--- src/rtl/hart_pkg.sv ---
// four harts only; the mask coding and the lowest-index pick assume HART_NUM is 4
package hart_pkg;

    // hart count and id width
    localparam int HART_NUM  = 4;
    localparam int HART_ID_W = 2;

    typedef logic [HART_ID_W-1:0] hart_id_t;

    // bit n belongs to hart n
    typedef logic [HART_NUM-1:0] hart_mask_t;

    // hart 0 runs out of reset, the rest wait for a start
    localparam hart_mask_t RST_ACTIVE = 4'b0001;
    localparam hart_mask_t RST_IDLE   = 4'b1110;

    // hart-control opcode from decode
    typedef enum logic [1:0] {
        HC_NONE  = 2'd0,
        HC_START = 2'd1,
        HC_KILL  = 2'd2
    } hart_ctrl_op_e;

    // status answered by the query port
    typedef enum logic [1:0] {
        HV_IDLE   = 2'd0,
        HV_ACTIVE = 2'd1,
        HV_PEND   = 2'd2
    } hart_val_e;

    // one cycle of decoded events, 23 bits
    typedef struct packed {
        hart_ctrl_op_e ctrl_op;
        // target of the start or kill
        hart_mask_t    ctrl_mask;
        hart_mask_t    ic_miss_mask;
        hart_mask_t    dc_miss_mask;
        hart_mask_t    ic_fin_mask;
        hart_mask_t    dc_fin_mask;
        // either switch stall level
        logic          stall;
    } hart_event_t;

endpackage

--- src/rtl/hart_event_capture.sv ---
// strobes are single-cycle and need no handshake; an id is only looked at while its strobe is high
`timescale 1ns/1ns

module hart_event_capture (
    input  logic                    clk,
    input  logic                    rst,

    // decode stage
    input  hart_pkg::hart_ctrl_op_e i_ctrl_op,
    input  hart_pkg::hart_id_t      i_ctrl_hid,

    // fetch stage
    input  logic                    i_ic_miss,
    input  hart_pkg::hart_id_t      i_issue_hid,
    input  logic                    i_ic_fin,
    input  hart_pkg::hart_id_t      i_ic_fin_hid,

    // memory stage
    input  logic                    i_dc_miss,
    input  hart_pkg::hart_id_t      i_ex_hid,
    input  logic                    i_dc_fin,
    input  hart_pkg::hart_id_t      i_dc_fin_hid,

    // switch logic stall levels
    input  logic                    i_ic_stall,
    input  logic                    i_dc_stall,

    output hart_pkg::hart_event_t   o_event
);
    import hart_pkg::*;

    hart_event_t event_d;
    logic        ctrl_valid;

    // id to one-hot, all zero when not enabled
    function automatic hart_mask_t hid_to_mask(input hart_id_t hid, input logic en);
        hart_mask_t mask;
        mask = '0;
        mask[hid] = en;
        return mask;
    endfunction

    assign ctrl_valid = (i_ctrl_op != HC_NONE);

    always_comb begin
        event_d.ctrl_op      = i_ctrl_op;
        event_d.ctrl_mask    = hid_to_mask(i_ctrl_hid, ctrl_valid);
        event_d.ic_miss_mask = hid_to_mask(i_issue_hid, i_ic_miss);
        event_d.dc_miss_mask = hid_to_mask(i_ex_hid, i_dc_miss);
        event_d.ic_fin_mask  = hid_to_mask(i_ic_fin_hid, i_ic_fin);
        event_d.dc_fin_mask  = hid_to_mask(i_dc_fin_hid, i_dc_fin);
        // either stall source freezes the primary hart
        event_d.stall        = i_ic_stall | i_dc_stall;
    end

    always_ff @(posedge clk) begin
        if (rst) begin
            o_event.ctrl_op      <= HC_NONE;
            o_event.ctrl_mask    <= '0;
            o_event.ic_miss_mask <= '0;
            o_event.dc_miss_mask <= '0;
            o_event.ic_fin_mask  <= '0;
            o_event.dc_fin_mask  <= '0;
            o_event.stall        <= 1'b0;
        end else begin
            o_event <= event_d;
        end
    end

    // each mask names one hart at most
    a_event_onehot : assert property (
        @(posedge clk) disable iff (rst)
        $onehot0(o_event.ctrl_mask) && $onehot0(o_event.ic_miss_mask) &&
        $onehot0(o_event.dc_miss_mask) && $onehot0(o_event.ic_fin_mask) &&
        $onehot0(o_event.dc_fin_mask)
    );

endmodule

--- src/rtl/hart_sched_top.sv ---
// four-hart scheduler; events reach the masks after 2 edges, queries answer after 1
`timescale 1ns/1ns

module hart_sched_top (
    input  logic                    clk,
    input  logic                    rst,

    // decode stage hart control
    input  hart_pkg::hart_ctrl_op_e i_ctrl_op,
    input  hart_pkg::hart_id_t      i_ctrl_hid,

    // fetch stage cache events
    input  logic                    i_ic_miss,
    input  hart_pkg::hart_id_t      i_issue_hid,
    input  logic                    i_ic_fin,
    input  hart_pkg::hart_id_t      i_ic_fin_hid,

    // memory stage cache events
    input  logic                    i_dc_miss,
    input  hart_pkg::hart_id_t      i_ex_hid,
    input  logic                    i_dc_fin,
    input  hart_pkg::hart_id_t      i_dc_fin_hid,

    // from the hart switch logic
    input  logic                    i_ic_stall,
    input  logic                    i_dc_stall,

    // status lookup
    input  hart_pkg::hart_id_t      i_query_hid,

    output hart_pkg::hart_mask_t    o_idle_mask,
    output hart_pkg::hart_mask_t    o_active_mask,
    output hart_pkg::hart_mask_t    o_prim_mask,
    output hart_pkg::hart_val_e     o_query_val,
    output logic                    o_query_idle
);
    import hart_pkg::*;

    hart_event_t event_q;
    hart_mask_t  idle_mask;
    hart_mask_t  active_mask;
    hart_mask_t  prim_mask;

    hart_event_capture u_capture (
        .clk          (clk),
        .rst          (rst),
        .i_ctrl_op    (i_ctrl_op),
        .i_ctrl_hid   (i_ctrl_hid),
        .i_ic_miss    (i_ic_miss),
        .i_issue_hid  (i_issue_hid),
        .i_ic_fin     (i_ic_fin),
        .i_ic_fin_hid (i_ic_fin_hid),
        .i_dc_miss    (i_dc_miss),
        .i_ex_hid     (i_ex_hid),
        .i_dc_fin     (i_dc_fin),
        .i_dc_fin_hid (i_dc_fin_hid),
        .i_ic_stall   (i_ic_stall),
        .i_dc_stall   (i_dc_stall),
        .o_event      (event_q)
    );

    hart_state u_state (
        .clk           (clk),
        .rst           (rst),
        .i_event       (event_q),
        .o_idle_mask   (idle_mask),
        .o_active_mask (active_mask),
        .o_prim_mask   (prim_mask)
    );

    hart_status_query u_query (
        .clk           (clk),
        .rst           (rst),
        .i_idle_mask   (idle_mask),
        .i_active_mask (active_mask),
        .i_prim_mask   (prim_mask),
        .i_query_hid   (i_query_hid),
        .o_idle_mask   (o_idle_mask),
        .o_active_mask (o_active_mask),
        .o_prim_mask   (o_prim_mask),
        .o_query_val   (o_query_val),
        .o_query_idle  (o_query_idle)
    );

endmodule

--- src/rtl/hart_state.sv ---
// lowest-index switch only; a refill must not complete for a hart that was killed meanwhile
`timescale 1ns/1ns

module hart_state (
    input  logic                  clk,
    input  logic                  rst,

    // registered events from the capture stage
    input  hart_pkg::hart_event_t i_event,

    output hart_pkg::hart_mask_t  o_idle_mask,
    output hart_pkg::hart_mask_t  o_active_mask,
    output hart_pkg::hart_mask_t  o_prim_mask
);
    import hart_pkg::*;

    hart_mask_t start_mask;
    hart_mask_t kill_mask;
    logic       target_idle;
    hart_mask_t next_active;
    hart_mask_t switch_cand;
    hart_mask_t next_prim;
    logic       prim_hit;

    // start and kill split out of the control word
    assign start_mask = (i_event.ctrl_op == HC_START) ? i_event.ctrl_mask : '0;
    assign kill_mask  = (i_event.ctrl_op == HC_KILL)  ? i_event.ctrl_mask : '0;

    // target hart currently not started
    assign target_idle = |(i_event.ctrl_mask & o_idle_mask);

    // active mask update, order matters
    always_comb begin
        next_active = o_active_mask;
        // refills first
        next_active = next_active | i_event.ic_fin_mask;
        next_active = next_active | i_event.dc_fin_mask;
        // then misses
        next_active = next_active & ~i_event.ic_miss_mask;
        next_active = next_active & ~i_event.dc_miss_mask;
        // hart control last
        if ((start_mask != '0) && target_idle) begin
            next_active = next_active | start_mask;
        end else if ((kill_mask != '0) && !target_idle) begin
            next_active = next_active & ~kill_mask;
        end
    end

    // other active harts, excluding the current owner
    assign switch_cand = next_active & ~o_prim_mask;

    // keep only the lowest set bit
    assign next_prim = switch_cand & (~switch_cand + 1'b1);

    // owner loses the slot on its own miss or kill
    assign prim_hit = |(o_prim_mask &
                        (i_event.ic_miss_mask | i_event.dc_miss_mask | kill_mask));

    always_ff @(posedge clk) begin
        if (rst) begin
            o_active_mask <= RST_ACTIVE;
        end else begin
            o_active_mask <= next_active;
        end
    end

    always_ff @(posedge clk) begin
        if (rst) begin
            o_idle_mask <= RST_IDLE;
        end else if (start_mask != '0) begin
            o_idle_mask <= o_idle_mask & ~start_mask;
        end else if (kill_mask != '0) begin
            o_idle_mask <= o_idle_mask | kill_mask;
        end
    end

    always_ff @(posedge clk) begin
        if (rst) begin
            o_prim_mask <= RST_ACTIVE;
        end else if (i_event.stall) begin
            // frozen by the switch logic
            o_prim_mask <= o_prim_mask;
        end else if (o_prim_mask == '0) begin
            // no owner, first refill takes the slot
            if (i_event.ic_fin_mask != '0) begin
                o_prim_mask <= i_event.ic_fin_mask;
            end else if (i_event.dc_fin_mask != '0) begin
                o_prim_mask <= i_event.dc_fin_mask;
            end
        end else if (prim_hit) begin
            // zero when nobody else can run
            o_prim_mask <= next_prim;
        end
    end

    // at most one owner of the issue slot
    a_prim_onehot : assert property (
        @(posedge clk) disable iff (rst)
        $onehot0(o_prim_mask)
    );

    // a started hart is never also idle
    a_active_idle_disjoint : assert property (
        @(posedge clk) disable iff (rst)
        (o_active_mask & o_idle_mask) == '0
    );

endmodule

--- src/rtl/hart_status_query.sv ---
// all outputs registered; a query answers from the masks seen in the same cycle as its id
`timescale 1ns/1ns

module hart_status_query (
    input  logic                   clk,
    input  logic                   rst,

    // masks from the state unit
    input  hart_pkg::hart_mask_t   i_idle_mask,
    input  hart_pkg::hart_mask_t   i_active_mask,
    input  hart_pkg::hart_mask_t   i_prim_mask,

    // hart to look up
    input  hart_pkg::hart_id_t     i_query_hid,

    output hart_pkg::hart_mask_t   o_idle_mask,
    output hart_pkg::hart_mask_t   o_active_mask,
    output hart_pkg::hart_mask_t   o_prim_mask,
    output hart_pkg::hart_val_e    o_query_val,
    output logic                   o_query_idle
);
    import hart_pkg::*;

    logic      sel_idle;
    logic      sel_active;
    hart_val_e query_val_d;

    // bits of the queried hart
    assign sel_idle   = i_idle_mask[i_query_hid];
    assign sel_active = i_active_mask[i_query_hid];

    // idle wins over active, pending is the rest
    always_comb begin
        if (sel_idle) begin
            query_val_d = HV_IDLE;
        end else if (sel_active) begin
            query_val_d = HV_ACTIVE;
        end else begin
            query_val_d = HV_PEND;
        end
    end

    // published masks match the state unit reset values
    always_ff @(posedge clk) begin
        if (rst) begin
            o_idle_mask   <= RST_IDLE;
            o_active_mask <= RST_ACTIVE;
            o_prim_mask   <= RST_ACTIVE;
        end else begin
            o_idle_mask   <= i_idle_mask;
            o_active_mask <= i_active_mask;
            o_prim_mask   <= i_prim_mask;
        end
    end

    always_ff @(posedge clk) begin
        if (rst) begin
            o_query_val  <= HV_IDLE;
            o_query_idle <= 1'b1;
        end else begin
            o_query_val  <= query_val_d;
            o_query_idle <= sel_idle;
        end
    end

endmodule

--- config.mk ---
export PLATFORM = sky130hd
export DESIGN_NAME = hart_sched_top
export DESIGN_NICKNAME = d
export VERILOG_FILES = /design/src/rtl/hart_pkg.sv /design/src/rtl/hart_event_capture.sv /design/src/rtl/hart_sched_top.sv /design/src/rtl/hart_state.sv /design/src/rtl/hart_status_query.sv
export SDC_FILE = /design/constraint.sdc
export NUM_CORES = 1
export LEC_CHECK = 0
export BUFFER_PORTS_ARGS = -buffer_cell sky130_fd_sc_hd__buf_2
export CAP_MARGIN = 20
export CORE_UTILIZATION = 49
export DETAILED_ROUTE_END_ITERATION = 8
export GPL_TIMING_DRIVEN = 0
export PLACE_DENSITY = 0.82
export SKIP_LAST_GASP = 1
export SYNTH_ARGS = -nofsm -noshare
export SYNTH_HDL_FRONTEND = slang
export SYNTH_HIERARCHICAL = 1
export SYNTH_SLANG_ARGS = --single-unit
--- constraint.sdc ---
create_clock -name clk -period 1.5 [get_ports clk]
set_input_delay 0.075 -clock clk [delete_from_list [all_inputs] [get_ports clk]]
set_output_delay 0.075 -clock clk [all_outputs]
set_load 0.05 [all_outputs]
==> results of run 1 <==
how the worst max path moves through the flow:
stage          cells past startpoint                                  end                           startpoint  slack (ns)
2_1_floorplan                      6  u_state/o_prim_mask[2]$_SDFFE_PP0P_  u_state/o_prim_mask[1]$_SDFFE_PP0P_       -0.19
6_report                           5  u_state/o_prim_mask[2]$_SDFFE_PP0P_  u_state/o_prim_mask[1]$_SDFFE_PP0P_       -0.27
5_1_grt                            5  u_state/o_prim_mask[2]$_SDFFE_PP0P_  u_state/o_prim_mask[1]$_SDFFE_PP0P_       -0.30
3_3_place_gp                       6  u_state/o_prim_mask[3]$_SDFFE_PP0P_  u_state/o_prim_mask[1]$_SDFFE_PP0P_       -0.35
3_5_place_dp                       6  u_state/o_prim_mask[3]$_SDFFE_PP0P_  u_state/o_prim_mask[3]$_SDFFE_PP0P_       -0.34
4_1_cts                            7  u_state/o_prim_mask[3]$_SDFFE_PP0P_     u_capture/o_event[19]$_SDFF_PP0_       -0.23
per-stage QoR:
stage / power (mW) / worst slack, ns / hold WS (ns) / area (sq um)
3_3_place_gp: 1.82 / -0.353 / 0.276 / 2250
6_report: 2.78 / -0.272 / 0.0158 / 2600
4_1_cts: 2.77 / -0.233 / 0.00718 / 2570
5_1_grt: 2.92 / -0.303 / 0.0281 / 2600
3_5_place_dp: 1.83 / -0.344 / 0.283 / 2250
2_1_floorplan: 1.72 / -0.187 / 0.146 / 2010
cell type report:
cell class	instances	area [sq um]
Tap cell	48	60.1
Inverter	1	3.75
Clock buffer	5	68.8
Timing Repair Buffer	56	360
Fill cell	284	1200
Multi-Input combinational cell	128	1020
Clock inverter	3	40.0
Buffer	5	30.0
Sequential cell	50	1020
per-layer routing:
metal,GRT usage,up-vias
met5,0,-
met4,0.0319,0
met3,0.0414,0
met2,0.378,52
met1,0.277,777
li1,-,822
layout by cell type (no fill, tap or decap), types with 6 or more instances in the layout:
cell type	count
a21oi_1	12
and4bb_2	9
buf_2	36
buf_4	8
dfxtp_1	41
dfxtp_2	7
dlygate4sd3_1	12
nand2b_1	6
nor2_1	13
nor2b_1	9
nor3_1	8
nor4b_1	9
repair_timing:
action,in CTS,in global routing
hold buffers,12,0
endpoints found under the setup margin,4,4
buffers inserted,7,1
gates resized for setup,14,7
hold endpoints to repair,8,0
pin swaps,11,8
gates cloned,0,0
power by group:
group	internal, mW	switching [mW]	leakage [nW]	total [mW]
logic	0.199	0.235	0.587	0.433
clock network	0.491	0.411	0.0579	0.902
registers	1.39	0.0546	0.411	1.44
total	2.08	0.700	1.06	2.78
state kept, by name, summed over array words and instances (netlist names):
| register | flops |
|---|---|
| u_query/o_active_mask | 4 |
| u_query/o_query_val | 2 |
| u_state/o_active_mask | 4 |
| u_state/o_prim_mask | 4 |
| u_capture/o_event | 23 |
| u_query/o_query_idle | 1 |
| u_state/o_idle_mask | 4 |
| u_query/o_prim_mask | 4 |
| u_query/o_idle_mask | 4 |
logic make-up after synthesis:
group | Yosys count
flops | 50
buf+inv | 6
simple gates | 85
compound gates | 40
mux | 3
==> results.ini, run 1 <==
[yosys]
yosysWarnings = 6
synth_commonest_cells = 50 x dfxtp_1, 14 x nor2_1, 13 x a21oi_1
ys_ff_latch = 50
synth_top_family_by_area = simple AND/OR/NAND/NOR gates
synth_top_area_frac = 0.499
synth_seq_area_share = 0.499
synthTopCellsByArea = dfxtp_1 50%, and4bb_2 5.6%, nor4b_1 4.4%
synth_area_per_cell_sq_um = 10.9
yosysUniqueCellTypes = 39
synthesis.nets = 206
ys_async_sr_fraction = 0
synth-simple-area-share = 0.302
synthXorXnorAreaFrac = 0
yosysMostFrequentCell = dfxtp_1
synth.area.mux_share = 0.0212
yosysTopAreaCell = dfxtp_1
ys.flop_type = dfxtp_1
synth_area_sq_mm = 0.00200
synth_compound_area_frac = 0.162
synthAdderAreaFrac = 0
synth-edff-count = 0
synthCells = 184

[min_path]
whs_path_depth = 2
whs_endpoint = u_capture/o_event[21]$_SDFF_PP0_
hold_path_startpoint = i_ctrl_op[0]
hold_class = in -> reg

[sta]
setup_tns_ns = -0.895
fin_crit_sh = 1.18
setup_viol = 4
hold_violations = 0
grt_setup_unrepaired = yes
fmax_mhz = 564
tightest_slew_ns = 0.505
worst_slack_ns = -0.272
max_slew_margin = 0.660
min_period_ns = 1.77
fin_skew_ns = 0.00855
maxSlewViolCount = 0

[floorplan]
rows = 22
ios = 37
core_area_sq_mm = 0.00380
die_width_um = 66.0
die_h_um = 66.0
die_area_sq_mm = 0.00435
initial_core_util = 0.528

[cells_and_area]
num_antenna_cells = 0
drive_gt1_frac = 0.411
fin_cells = 296
area_growth_pct = 29.6
finish.utilization = 0.684
final_nets = 269

[placed_design]
dp_hpwl_um = 2870
io_buffers = 36
dpl.cell_count = 268
gp_congestion = 0.827

[routing]
firstDrtPassIters = 4
drt-initial-drc-count = 98
wl_met3_um = 202
wl_met2_um = 2030
wire_per_inst_um = 14.1
drc = 0
routed_wl_um = 4180
wl_met1_um = 1950
via_per_inst = 5.58
highest_layer = met3
antenna_left = 0
vias = 1651

[critical_path]
crit_slowest_cell = or4_4
slowest_delay_ns = 0.52
critPathTopFamily = simple AND/OR/NAND/NOR gates
criticalPathCategory = reg -> reg
critPathRequiredTime_ns = 1.69
timing.rr.start = u_state/o_prim_mask[1]$_SDFFE_PP0P_
ff2ff_path_depth = 5
worstSetupEndpointType = register
reg2reg_to = u_state/o_prim_mask[2]$_SDFFE_PP0P_
critPathArrivalTime_ns = 1.96
worstPathCellList = or4_4 > buf_4 > a31oi_2 > nor4_2 > o221a_1
crit_fanout = 5
rrSetupSlack_ns = -0.27
cp-start-kind = register
worst-path-buf-inv = 1

[clocking]
cts.sink_count = 50
cts_root_buf = clkbuf_8
clkLatencyLatePin_ns = 0.29
htree_num_levels = 2
clk_pin_slew_ns = 0.09
cts_buffers = 5
cts_max_path_buffers = 2
cts_tree = built

[power]
p_leak_nw = 1.06
ir_drop_mv = 0.798
power_density_mw_per_mm2 = 1070

[global_route]
grt_pass1_wl_um = 7220
antenna_found_initial = 0
grt_start_max_net_pins = 17
grtUsageTotal = 0.215
gr-total-overflow = 0
grt_pass1_vias = 1595

[run_status]
violations = setup timing
status = finished, violations left

[job]
maxCapViolCount = 0

Note: power is estimated with default switching activity, not from simulation.
==> run 2: changes to the inputs <==
Settings changed: CAP_MARGIN 20 to unset, CELL_PAD_IN_SITES_DETAIL_PLACEMENT set to 0, CELL_PAD_IN_SITES_GLOBAL_PLACEMENT set to 1, CORE_MARGIN set to 3, CORE_UTILIZATION 49 to 38.
==> run 2 against run 1 <==
Effect of this change:
- critical endpoint is now u_state/o_prim_mask[3]$_SDFFE_PP0P_
- routed wire length is 2.5% lower
- hold slack worse by 0.0063 ns
- via count is 4.2% lower
- largest cell class is now multi-input combinational cells
- the run still ends with setup timing left
- highest routed layer is now met4
- utilization is 15 points lower
==> results.ini, run 2 (synthesis gave the netlist of run 1 again) <==
[power]
p_leak_nw = 1.05  ; was 1.06 nW
power_mw = 2.76  ; was 2.78 mW
ir_drop_mv = 0.559  ; was 0.798 mV
power_density_mw_per_mm2 = 1060  ; was 1070 mW/mm^2

[cells_and_area]
final_common_cell = dfxtp_1  ; unchanged
largest-register = u_capture/o_event  ; unchanged
num_antenna_cells = 0  ; unchanged
final_cell_mix = 47 x dfxtp_1, 36 x buf_2, 13 x dlygate4sd3_1, 13 x nor2_1, 12 x a21oi_1  ; was 41 x dfxtp_1, 36 x buf_2, 13 x nor2_1, 12 x dlygate4sd3_1, 12 x a21oi_1
drive_gt1_frac = 0.382  ; was 0.411
seq_area_sq_mm = 0.00101  ; was 0.00102 sq mm
n_fill_cell = 463  ; was 284
multi_input_area_sq_mm = 0.00103  ; was 0.00102 sq mm
final_nets = 267  ; was 269
largest_reg_flops = 23  ; unchanged
area_growth_pct = 30.6  ; was 29.6%

[clocking]
cts_buffers = 5  ; unchanged
clk_pin_slew_ns = 0.09  ; about the same
htree_num_levels = 2  ; unchanged
cts.sink_count = 50  ; unchanged
clkLatencyLatePin_ns = 0.29  ; about the same
cts_root_buf = clkbuf_8  ; unchanged
cts_tree = built  ; unchanged
cts_max_path_buffers = 2  ; unchanged

[critical_path]
crit_fanout = 7  ; was 5
criticalPathCategory = reg -> reg  ; unchanged
cp-start-kind = register  ; unchanged
critPathRequiredTime_ns = 1.69  ; about the same
critPathArrivalTime_ns = 2.02  ; was 1.96 ns
worstSetupEndpointType = register  ; unchanged

[global_route]
gr-total-overflow = 0  ; unchanged
antenna_found_initial = 0  ; unchanged
grt_start_max_net_pins = 17  ; unchanged
grt_pass1_wl_um = 6650  ; was 7220 um
grt_pass1_vias = 1460  ; was 1,595
grtUsageTotal = 0.138  ; was 0.215

[routing]
via_per_inst = 5.05  ; was 5.58
drc = 0  ; unchanged
firstDrtPassIters = 4  ; unchanged
routed_wl_um = 4070  ; was 4180 um
vias = 1581  ; was 1,651
drt-initial-drc-count = 67  ; was 98
antenna_left = 0  ; unchanged
wire_per_inst_um = 13.0  ; was 14.1 um

[sta]
setup_viol = 4  ; unchanged
grt_setup_unrepaired = yes  ; unchanged
min_period_ns = 1.83  ; was 1.77 ns
maxSlewViolCount = 0  ; unchanged
worst_slack_ns = -0.326  ; was -0.272 ns
fin_crit_sh = 1.22  ; was 1.18
hold_violations = 0  ; unchanged
fmax_mhz = 548  ; was 564 MHz
fin_skew_ns = 0.00900  ; was 0.00855 ns
setup_tns_ns = -1.18  ; was -0.895 ns
max_slew_margin = 0.665  ; was 0.660
tightest_slew_ns = 0.498  ; was 0.505 ns

[placed_design]
gp_congestion = 0.854  ; was 0.827
dp_hpwl_um = 2970  ; was 2870 um
io_buffers = 36  ; unchanged

[floorplan]
die_area_sq_mm = 0.00618  ; was 0.00435 sq mm
die_h_um = 78.6  ; was 66.0 um
initial_core_util = 0.408  ; was 0.528
rows = 25  ; was 22
ios = 37  ; unchanged
core_area_sq_mm = 0.00491  ; was 0.00380 sq mm
die_width_um = 78.6  ; was 66.0 um

[run_status]
status = finished, violations left  ; unchanged
violations = setup timing  ; unchanged

[min_path]
hold_class = in -> reg  ; unchanged

[job]
maxCapViolCount = 0  ; unchanged

## run 2: cell types whose count changed in the layout (fill, tap and decap cells not counted), sizes merged
| cell | before | now |
|---|---|---|
| buf | 45 | 43 |
| clkbuf | 9 | 8 |
| dlygate4sd3 | 12 | 13 |
## run 2: final cells by class
cell class	count	area share
Clock buffer	5	0.0263
Inverter	1	0.00143
Sequential cell	50	0.386
Multi-Input combinational cell	128	0.394
Buffer	5	0.0110
Timing Repair Buffer	54	0.134
Tap cell	67	0.0320
Clock inverter	3	0.0153
## run 2: repair_timing
action / in CTS / in global routing
setup endpoints to repair: 4 / 5
hold buffers: 13 / 0
resized for setup: 11 / 8
pin swaps: 5 / 2
setup buffers: 5 / 0
endpoints found under the hold margin: 8 / 0
## run 2: critical path, cell delays in order (launching register included)
cell	delay [ns]
dfxtp_4	0.36
nor2b_4	0.14
a211o_1	0.25
a222oi_1	0.47
a21oi_4	0.14
buf_6	0.14
o221a_1	0.22
## run 2: routing by layer
| metal | up-vias | routed length, um | share of wire | track usage |
|---|---|---|---|---|
| met5 | - | 0 | 0 | 0 |
| met4 | 0 | 87 | 0.021 | 0.0612 |
| met3 | 12 | 263 | 0.065 | 0.0390 |
| met2 | 48 | 1810 | 0.44 | 0.225 |
| met1 | 704 | 1910 | 0.47 | 0.167 |
| li1 | 817 | - | - | - |
## run 2: metrics by stage
step | setup WS [ns] | hold slack (ns) | area (sq um) | util | instances
after global placement | -0.366 | 0.278 | 2270 | 0.462 | 287
after global routing | -0.430 | 0.0270 | 2620 | 0.533 | 313
after floorplan | -0.187 | 0.146 | 2010 | - | 184
after detailed placement | -0.367 | 0.285 | 2270 | 0.462 | 287
final | -0.326 | 0.00943 | 2620 | 0.533 | 313
after CTS | -0.306 | 0.00640 | 2590 | 0.527 | 313
## run 2: path summary, 6_finish.rpt
check	from	endpoint	slack (ns)	depth (start not counted)
worst min register to register	u_state/o_active_mask[3]$_SDFF_PP0_	u_query/o_active_mask[3]$_SDFF_PP0_	0.50	1
worst max-delay path	u_capture/o_event[22]$_SDFF_PP0_	u_state/o_prim_mask[3]$_SDFFE_PP0P_	-0.33	6
worst max register to register	u_capture/o_event[22]$_SDFF_PP0_	u_state/o_prim_mask[3]$_SDFFE_PP0P_	-0.33	6
worst min-delay path	i_ctrl_op[1]	u_capture/o_event[22]$_SDFF_PP0_	0.009	2
## run 2: report_power, final
| part | leakage [nW] | switching (mW) | internal (mW) |
|---|---|---|---|
| Sequential | 0.409 | 0.0570 | 1.39 |
| Clock | 0.0579 | 0.395 | 0.490 |
| Combinational | 0.580 | 0.232 | 0.201 |
| Total | 1.05 | 0.684 | 2.08 |
